==> config.mk <==
export PLATFORM = sky130hd
export DESIGN_NAME = permSumTop
export DESIGN_NICKNAME = d
export VERILOG_FILES = /design/src/design/funcPkg.sv /design/src/design/busPkg.sv /design/src/design/wbHostPort.sv /design/src/design/permLane.sv /design/src/design/laneReducer.sv /design/src/design/permSumTop.sv
export VERILOG_INCLUDE_DIRS = /design/src /design/src/include
export SDC_FILE = /design/constraint.sdc
export NUM_CORES = 1
export LEC_CHECK = 0
export ABC_AREA = 1
export BUFFER_PORTS_ARGS = -buffer_cell sky130_fd_sc_hd__clkbuf_2
export CORE_ASPECT_RATIO = 0.8
export CORE_MARGIN = 2
export CORE_UTILIZATION = 45
export DETAILED_ROUTE_END_ITERATION = 8
export GPL_ROUTABILITY_DRIVEN = 0
export PLACE_DENSITY = 0.66
export SETUP_SLACK_MARGIN = 0.2
export SYNTH_ARGS = -nofsm -noshare
export SYNTH_HDL_FRONTEND = slang
export SYNTH_SLANG_ARGS = --single-unit
==> constraint.sdc <==
create_clock -name clk -period 14 [get_ports clk]
set_input_delay 2.8 -clock clk [delete_from_list [all_inputs] [get_ports clk]]
set_output_delay 2.8 -clock clk [all_outputs]
set_load 0.01 [all_outputs]
==> src/include/permSum_params.svh <==
`ifndef PERMSUM_PARAMS_SVH
`define PERMSUM_PARAMS_SVH

// function shape
`define NUM_VARS 5
`define FUNC_BITS 32
`define NUM_LANES 5

// result widths
`define LANE_SUM_BITS 6
`define SUM_BITS 24
`define COUNT_BITS 16

// host port
`define WB_ADDR_BITS 3
`define INFLIGHT_BITS 3

`endif

==> src/design/funcPkg.sv <==
`include "permSum_params.svh"

package funcPkg;

    // truth table, bit i holds f(i)
    typedef logic [`FUNC_BITS-1:0] funcT;

    // popcount of top and not bot, one lane
    typedef logic [`LANE_SUM_BITS-1:0] laneSumT;

    // running totals
    typedef logic [`SUM_BITS-1:0] sumT;
    typedef logic [`COUNT_BITS-1:0] countT;

endpackage

==> src/design/busPkg.sv <==
`include "permSum_params.svh"

package busPkg;

    // word addresses of the register map
    typedef enum logic [`WB_ADDR_BITS-1:0] {
        ADDR_TOP   = 0,
        ADDR_BOT   = 1,
        ADDR_SUM   = 2,
        ADDR_COUNT = 3,
        ADDR_CTRL  = 4
    } regAddrE;

    // words accepted by the control register
    typedef enum logic [31:0] {
        CMD_NONE  = 32'h0000_0000,
        CMD_CLEAR = 32'h0000_0001
    } cmdE;

    typedef enum logic [1:0] {
        ST_IDLE,
        ST_WAIT,
        ST_ACK
    } portStateE;

endpackage

==> src/design/wbHostPort.sv <==
`timescale 1ns/1ps

`include "permSum_params.svh"

module wbHostPort (
    input  logic                     clk,
    input  logic                     reset,
    input  logic                     cyc,
    input  logic                     stb,
    input  logic                     we,
    input  logic [`WB_ADDR_BITS-1:0] adr,
    input  logic [31:0]              datIn,
    output logic [31:0]              datOut,
    output logic                     ack,
    output funcPkg::funcT            top,
    output funcPkg::funcT            bot,
    output logic                     launch,
    output logic                     clear,
    input  logic                     accumDone,
    input  funcPkg::sumT             sumTotal,
    input  funcPkg::countT           countTotal
);

    import funcPkg::*;
    import busPkg::*;

    localparam logic [`INFLIGHT_BITS-1:0] FLIGHT_ONE = 1;

    portStateE                 state;
    regAddrE                   addr;
    cmdE                       cmd;
    logic                      resultAccess;
    logic                      botWrite;
    logic [31:0]               readData;
    logic [`INFLIGHT_BITS-1:0] inFlight;

    assign addr = regAddrE'(adr);
    assign cmd  = cmdE'(datIn);

    // these must see every launched item reach the totals
    assign resultAccess = we ? (addr == ADDR_CTRL && cmd == CMD_CLEAR)
                             : (addr == ADDR_SUM || addr == ADDR_COUNT);

    assign botWrite = (state == ST_IDLE) && cyc && stb && we && (addr == ADDR_BOT);
    assign ack = (state == ST_ACK);

    always_comb begin
        case (addr)
            ADDR_TOP:   readData = top;
            ADDR_SUM:   readData = 32'(sumTotal);
            ADDR_COUNT: readData = 32'(countTotal);
            default:    readData = '0;
        endcase
    end

    // ~~~~~~~~~~~~~~~~~~~~~~~~~~~~~~~~~~~~~~~~
    // bus FSM
    // ~~~~~~~~~~~~~~~~~~~~~~~~~~~~~~~~~~~~~~~~

    always_ff @(posedge clk) begin
        if (reset) begin
            state  <= ST_IDLE;
            launch <= 1'b0;
            clear  <= 1'b0;
            top    <= '0;
        end else begin
            launch <= 1'b0;
            clear  <= 1'b0;
            case (state)
                ST_IDLE: begin
                    if (cyc && stb) begin
                        if (resultAccess) begin
                            state <= ST_WAIT;
                        end else begin
                            state <= ST_ACK;
                            if (we && addr == ADDR_TOP) begin
                                top <= funcT'(datIn);
                            end
                            launch <= botWrite;
                        end
                    end
                end
                ST_WAIT: begin
                    // only the clear command waits with we set
                    if (inFlight == '0) begin
                        state <= ST_ACK;
                        clear <= we;
                    end
                end
                ST_ACK: begin
                    state <= ST_IDLE;
                end
                default: begin
                    state <= ST_IDLE;
                end
            endcase
        end
    end

    always_ff @(posedge clk) begin
        if (botWrite) begin
            bot <= funcT'(datIn);
        end
        // hold read data steady through ack
        if (state != ST_ACK) begin
            datOut <= readData;
        end
    end

    // items between launch and the totals
    always_ff @(posedge clk) begin
        if (reset) begin
            inFlight <= '0;
        end else begin
            case ({launch, accumDone})
                2'b10:   inFlight <= inFlight + FLIGHT_ONE;
                2'b01:   inFlight <= inFlight - FLIGHT_ONE;
                default: inFlight <= inFlight;
            endcase
        end
    end

    ackInCycle: assert property (@(posedge clk) disable iff (reset)
        ack |-> (cyc && stb))
        else $error("ack raised outside an active bus cycle");

    noUnderflow: assert property (@(posedge clk) disable iff (reset)
        accumDone |-> (inFlight != '0))
        else $error("result arrived with nothing in flight");

endmodule

==> src/design/permLane.sv <==
`timescale 1ns/1ps

`include "permSum_params.svh"

module permLane #(
    parameter int swapVar = 0
) (
    input  logic              clk,
    input  logic              reset,
    input  funcPkg::funcT     top,
    input  funcPkg::funcT     bot,
    input  logic              launch,
    output logic              hit,
    output funcPkg::laneSumT  bitCount,
    output logic              done
);

    import funcPkg::*;

    funcT permuted;
    funcT permReg;
    funcT topReg;
    logic stageValid;
    logic subset;

    // table index with variable 0 and swapVar exchanged
    function automatic logic [`NUM_VARS-1:0] swapIndex(input logic [`NUM_VARS-1:0] idx);
        logic [`NUM_VARS-1:0] result;
        result = idx;
        result[0] = idx[swapVar];
        result[swapVar] = idx[0];
        return result;
    endfunction

    function automatic laneSumT countBits(input funcT value);
        laneSumT total;
        total = '0;
        for (int i = 0; i < `FUNC_BITS; i++) begin
            total = total + laneSumT'(value[i]);
        end
        return total;
    endfunction

    always_comb begin
        for (int i = 0; i < `FUNC_BITS; i++) begin
            permuted[i] = bot[swapIndex(i[`NUM_VARS-1:0])];
        end
    end

    // no bit of the permuted bot outside top
    assign subset = ((permReg & ~topReg) == '0);

    always_ff @(posedge clk) begin
        if (reset) begin
            stageValid <= 1'b0;
            done       <= 1'b0;
        end else begin
            stageValid <= launch;
            done       <= stageValid;
        end
    end

    // stage one
    always_ff @(posedge clk) begin
        if (launch) begin
            permReg <= permuted;
            topReg  <= top;
        end
    end

    // stage two, misses contribute nothing
    always_ff @(posedge clk) begin
        if (stageValid) begin
            hit      <= subset;
            bitCount <= subset ? countBits(topReg & ~permReg) : '0;
        end
    end

    missIsEmpty: assert property (@(posedge clk) disable iff (reset)
        (done && !hit) |-> (bitCount == '0))
        else $error("lane %0d reports bits on a miss", swapVar);

endmodule

==> src/design/laneReducer.sv <==
`timescale 1ns/1ps

`include "permSum_params.svh"

module laneReducer (
    input  logic                                   clk,
    input  logic                                   reset,
    input  logic [`NUM_LANES-1:0]                  hit,
    input  funcPkg::laneSumT [`NUM_LANES-1:0]      bitCount,
    input  logic [`NUM_LANES-1:0]                  done,
    input  logic                                   clear,
    output funcPkg::sumT                           sumTotal,
    output funcPkg::countT                         countTotal,
    output logic                                   accumDone
);

    import funcPkg::*;

    // room for every lane at full count
    localparam int TREE_BITS = `LANE_SUM_BITS + $clog2(`NUM_LANES);
    localparam int HIT_BITS  = $clog2(`NUM_LANES + 1);
    localparam logic [HIT_BITS-1:0] HIT_ONE = 1;

    logic [TREE_BITS-1:0] laneSum;
    logic [HIT_BITS-1:0]  laneHits;
    logic [TREE_BITS-1:0] stageSum;
    logic [HIT_BITS-1:0]  stageHits;
    logic                 stageValid;

    // ~~~~~~~~~~~~~~~~~~~~~~~~~~~~~~~~~~~~~~~~
    // stage one, sum across lanes
    // ~~~~~~~~~~~~~~~~~~~~~~~~~~~~~~~~~~~~~~~~

    always_comb begin
        laneSum  = '0;
        laneHits = '0;
        for (int k = 0; k < `NUM_LANES; k++) begin
            if (hit[k] && done[k]) begin
                laneSum  = laneSum + TREE_BITS'(bitCount[k]);
                laneHits = laneHits + HIT_ONE;
            end
        end
    end

    always_ff @(posedge clk) begin
        if (reset) begin
            stageValid <= 1'b0;
        end else begin
            stageValid <= done[0];
        end
    end

    always_ff @(posedge clk) begin
        stageSum  <= laneSum;
        stageHits <= laneHits;
    end

    // ~~~~~~~~~~~~~~~~~~~~~~~~~~~~~~~~~~~~~~~~
    // stage two, running totals
    // ~~~~~~~~~~~~~~~~~~~~~~~~~~~~~~~~~~~~~~~~

    always_ff @(posedge clk) begin
        if (reset) begin
            sumTotal   <= '0;
            countTotal <= '0;
            accumDone  <= 1'b0;
        end else begin
            accumDone <= stageValid;
            // clear wins, nothing is pending when it comes
            if (clear) begin
                sumTotal   <= '0;
                countTotal <= '0;
            end else if (stageValid) begin
                sumTotal   <= sumTotal + sumT'(stageSum);
                countTotal <= countTotal + countT'(stageHits);
            end
        end
    end

    lanesInStep: assert property (@(posedge clk) disable iff (reset)
        (done == '0) || (&done))
        else $error("lanes finished out of step");

endmodule

==> src/design/permSumTop.sv <==
`timescale 1ns/1ps

`include "permSum_params.svh"

module permSumTop (
    input  logic                     clk,
    input  logic                     reset,
    input  logic                     cyc,
    input  logic                     stb,
    input  logic                     we,
    input  logic [`WB_ADDR_BITS-1:0] adr,
    input  logic [31:0]              datIn,
    output logic [31:0]              datOut,
    output logic                     ack
);

    import funcPkg::*;

    funcT                       top;
    funcT                       bot;
    logic                       launch;
    logic                       clear;
    logic [`NUM_LANES-1:0]      laneHit;
    laneSumT [`NUM_LANES-1:0]   laneBitCount;
    logic [`NUM_LANES-1:0]      laneDone;
    sumT                        sumTotal;
    countT                      countTotal;
    logic                       accumDone;

    wbHostPort hostPort (
        .clk        (clk),
        .reset      (reset),
        .cyc        (cyc),
        .stb        (stb),
        .we         (we),
        .adr        (adr),
        .datIn      (datIn),
        .datOut     (datOut),
        .ack        (ack),
        .top        (top),
        .bot        (bot),
        .launch     (launch),
        .clear      (clear),
        .accumDone  (accumDone),
        .sumTotal   (sumTotal),
        .countTotal (countTotal)
    );

    // lane k swaps variable 0 with variable k
    for (genvar k = 0; k < `NUM_LANES; k++) begin : gLane
        permLane #(
            .swapVar (k)
        ) lane (
            .clk      (clk),
            .reset    (reset),
            .top      (top),
            .bot      (bot),
            .launch   (launch),
            .hit      (laneHit[k]),
            .bitCount (laneBitCount[k]),
            .done     (laneDone[k])
        );
    end

    laneReducer reducer (
        .clk        (clk),
        .reset      (reset),
        .hit        (laneHit),
        .bitCount   (laneBitCount),
        .done       (laneDone),
        .clear      (clear),
        .sumTotal   (sumTotal),
        .countTotal (countTotal),
        .accumDone  (accumDone)
    );

endmodule

==> flow_metrics.tcl <==
set metrics [dict create \
    p_per_area_nw_per_um2 95.1 \
    required_ps 14290 \
    synth_top_family_by_area "adder cells" \
    hold_path_class "reg2reg" \
    wl_per_cell_um 18.1 \
    htreeDepth 1 \
    multiInputGateArea_um2 7960 \
    synth.distinct_cells 52 \
    cts-root-buf "clkbuf_16" \
    rrSetupSlack_ps 8000 \
    numCtsBuffers 26 \
    status "finished, final reports clean" \
    critPathCaptureType "flop" \
    fmax_mhz 167 \
    yosysTopAreaCell "edfxtp_1" \
    hold_buffers 0 \
    globalRouteOverflowTotal 0 \
    hp-start "hostPort.bot[14]" \
    synth_top_area_share_pct 30.3 \
    r2r_end "gLane[4].lane.bitCount[4]" \
    drv_cap 0 \
    crit_fanout 5 \
    synth_flop_cell "edfxtp_1" \
    crit_arrival_ps 6290 \
    finalSetupViolCount 0 \
    rsz0062_at_grt "no" \
    async_flop_share_pct 0 \
    slew_headroom_pct 33.8 \
    hold_viol_final 0 \
    yosysSeqAreaShare_pct 42.0 \
    place_area_um2 17100 \
    clk_latency_ps 570 \
    clk_path_buf_depth 3 \
    synthCells 1763 \
    tns_ps 0 \
    irDropWorstVdd_mv 0.0917 \
    syn_area_um2 16200 \
    grt_pass1_wl_um 66500 \
    final_util_pct 50.5 \
    cts_tree "yes" \
    synth_most_common_cell "inv_1" \
    rr_worst_depth 17 \
    start_util_pct 45.4 \
    synthMuxAreaShare_pct 0 \
    dr.pass1.iters 8 \
    yosys.area_share.simple_pct 17.2 \
    synth_fa_ha_area_share_pct 21.6 \
    tightest_slew_ps 990 \
    cts.sinks 258 \
    finalCritPeriodShare_pct 42.9 \
    cts_setup_buffers 0 \
    synth_xor_area_share_pct 1.57 \
    vias 12536 \
    avgSynthCellArea_um2 9.17 \
    startpoint_type "flop" \
    register_area_um2 6800 \
    vias_per_cell 5.35 \
    ys_ff_latch 258 \
    core_area_um2 35600 \
    port_buffers 72 \
    drc 0 \
    layout-drive-gt1-share_pct 8.80 \
    nNetsFinal 2087 \
    syn_nets 2007 \
    grt_usage_pct 22.9 \
    ant_nets 0 \
    yosys-top-cells-count "inv_1 (335), nand2_1 (322), nor2_1 (183)" \
    pre_cts_ws_ps 8060 \
    fillers 3298 \
    finish.instance_area_um2 18000 \
    grt_max_degree 66 \
    clk_pin_slew_ps 70 \
    hold-path-cell-count 0 \
    synth_area_leaders "edfxtp_1 (30%), fa_1 (15%), dfxtp_1 (12%)" \
    antenna_found_initial 0 \
    die_y_um 174 \
    holdPathEnd "gLane[4].lane.permReg[14]" \
    dieArea_um2 37500 \
    drt_iter0_markers 1274 \
    worst_slack_ps 8000 \
    drt_wl_total_um 42500 \
    synth_compound_area_share_pct 8.86 \
    diodes 0 \
    die_w_um 216 \
    criticalPathCategory "reg2reg" \
    rows 62 \
    ios 73 \
    finClkSkew_ps 31.9 \
    p_leak_nw 8.03 \
    maxSlewViolCount 0 \
    r2r-start "gLane[4].lane.permReg[0]" \
    grt_pass1_vias 12240 \
    synth-edff-count 163 \
    yosys_warnings 0 \
    hpwlAfterDp_um 33600 \
    ctsResizeCount 0 \
    period_needed_ps 6000 \
    area_growth_pct 11.4 \
]
==> registers in the layout, summed over array words and instances (netlist names), 2 cells and up <==
| name | cells |
|---|---|
| gLane.lane.topReg | 32 |
| hostPort.top | 32 |
| gLane.lane.bitCount | 30 |
| gLane.lane.permReg | 32 |
| gLane.lane.hit | 5 |
| reducer.stageSum | 9 |
| reducer.sumTotal | 24 |
| hostPort.datOut | 32 |
| hostPort.bot | 32 |
| hostPort.state | 2 |
| reducer.countTotal | 16 |
| hostPort.inFlight | 3 |
| reducer.stageHits | 3 |
==> worst max path at each step <==
| stage | start | endpoint | slack (ps) | cells past startpoint |
|---|---|---|---|---|
| finish | gLane[4].lane.permReg[0] | gLane[4].lane.bitCount[4] | 8000 | 17 |
| global route | gLane[4].lane.permReg[0] | gLane[4].lane.bitCount[4] | 7750 | 17 |
| CTS | gLane[4].lane.permReg[0] | gLane[4].lane.bitCount[4] | 8030 | 17 |
| detailed placement | gLane[4].lane.permReg[0] | gLane[4].lane.bitCount[4] | 8060 | 17 |
| global placement | gLane[4].lane.permReg[0] | gLane[3].lane.bitCount[4] | 8240 | 17 |
| floorplan | gLane[4].lane.permReg[0] | gLane[3].lane.bitCount[4] | 8480 | 17 |
==> kinds of logic (layout without fill, tap and decap cells) <==
kind of cell             after synthesis  after routing
flip-flops                           258            258
AND/OR/NAND/NOR                      652            652
buffers and inverters                370            470
AO/OA/AOI/OAI                        250            250
adder cells (fa/ha/maj)              204            204
XOR/XNOR                              29             29
==> power breakdown <==
part / total, W / switching (W) / internal, W / leakage (nW)
Combinational: 0.000143 / 0.0000852 / 0.0000575 / 5.29
Sequential: 0.000817 / 0.00000484 / 0.000812 / 2.29
Clock: 0.000753 / 0.000302 / 0.000451 / 0.453
Total: 0.00171 / 0.000392 / 0.00132 / 8.03
==> final cells by class <==
type / instances / share of cell area [%]
inverter: 343 / 7.17
sequential: 258 / 37.8
timing repair buffer: 79 / 2.29
tap: 480 / 3.34
clock buffer: 31 / 3.89
clock inverter: 17 / 1.33
multi-input combinational: 1135 / 44.2
==> routing by layer <==
layer / track usage [%] / up-vias / part of all wire [%]
li1: - / 5871 / -
met1: 33.7 / 5942 / 45
met2: 33.7 / 604 / 42
met3: 4.91 / 119 / 9.4
met4: 7.79 / 0 / 3.4
met5: 0 / - / 0
==> cells in the final DEF, fill, tap and decap left out, drive strengths merged, types with 56 or more instances in the layout <==
cell type and instances:
inv 338, nand2 332, nor2 186, edfxtp 163
fa 125, o21ai 104, clkbuf 103, dfxtp 95
a21oi 83, ha 79, nand3 56
==> critical path: stages (launching register included) <==
cell and delay, ps:
edfxtp_1 410, nor2_1 420, ha_1 320, inv_1 90, fa_1 440, fa_1 600
fa_1 460, fa_1 520, fa_1 520, fa_1 550, inv_1 50, fa_1 460
fa_1 400, nand2_1 90, nand2_1 50, a21oi_1 150, or2_2 130, a21oi_1 60
==> through the flow <==
| step | power (W) | std cells | hold slack, ps |
|---|---|---|---|
| after CTS | 0.00173 | 2343 | 419 |
| after global routing | 0.00178 | 2343 | 435 |
| after detailed placement | 0.000976 | 2295 | 405 |
| after global placement | 0.000971 | 2295 | 403 |
| after floorplan | 0.000934 | 1763 | 400 |
| final | 0.00171 | 2343 | 415 |
Note: power is estimated with default switching activity, not from simulation.
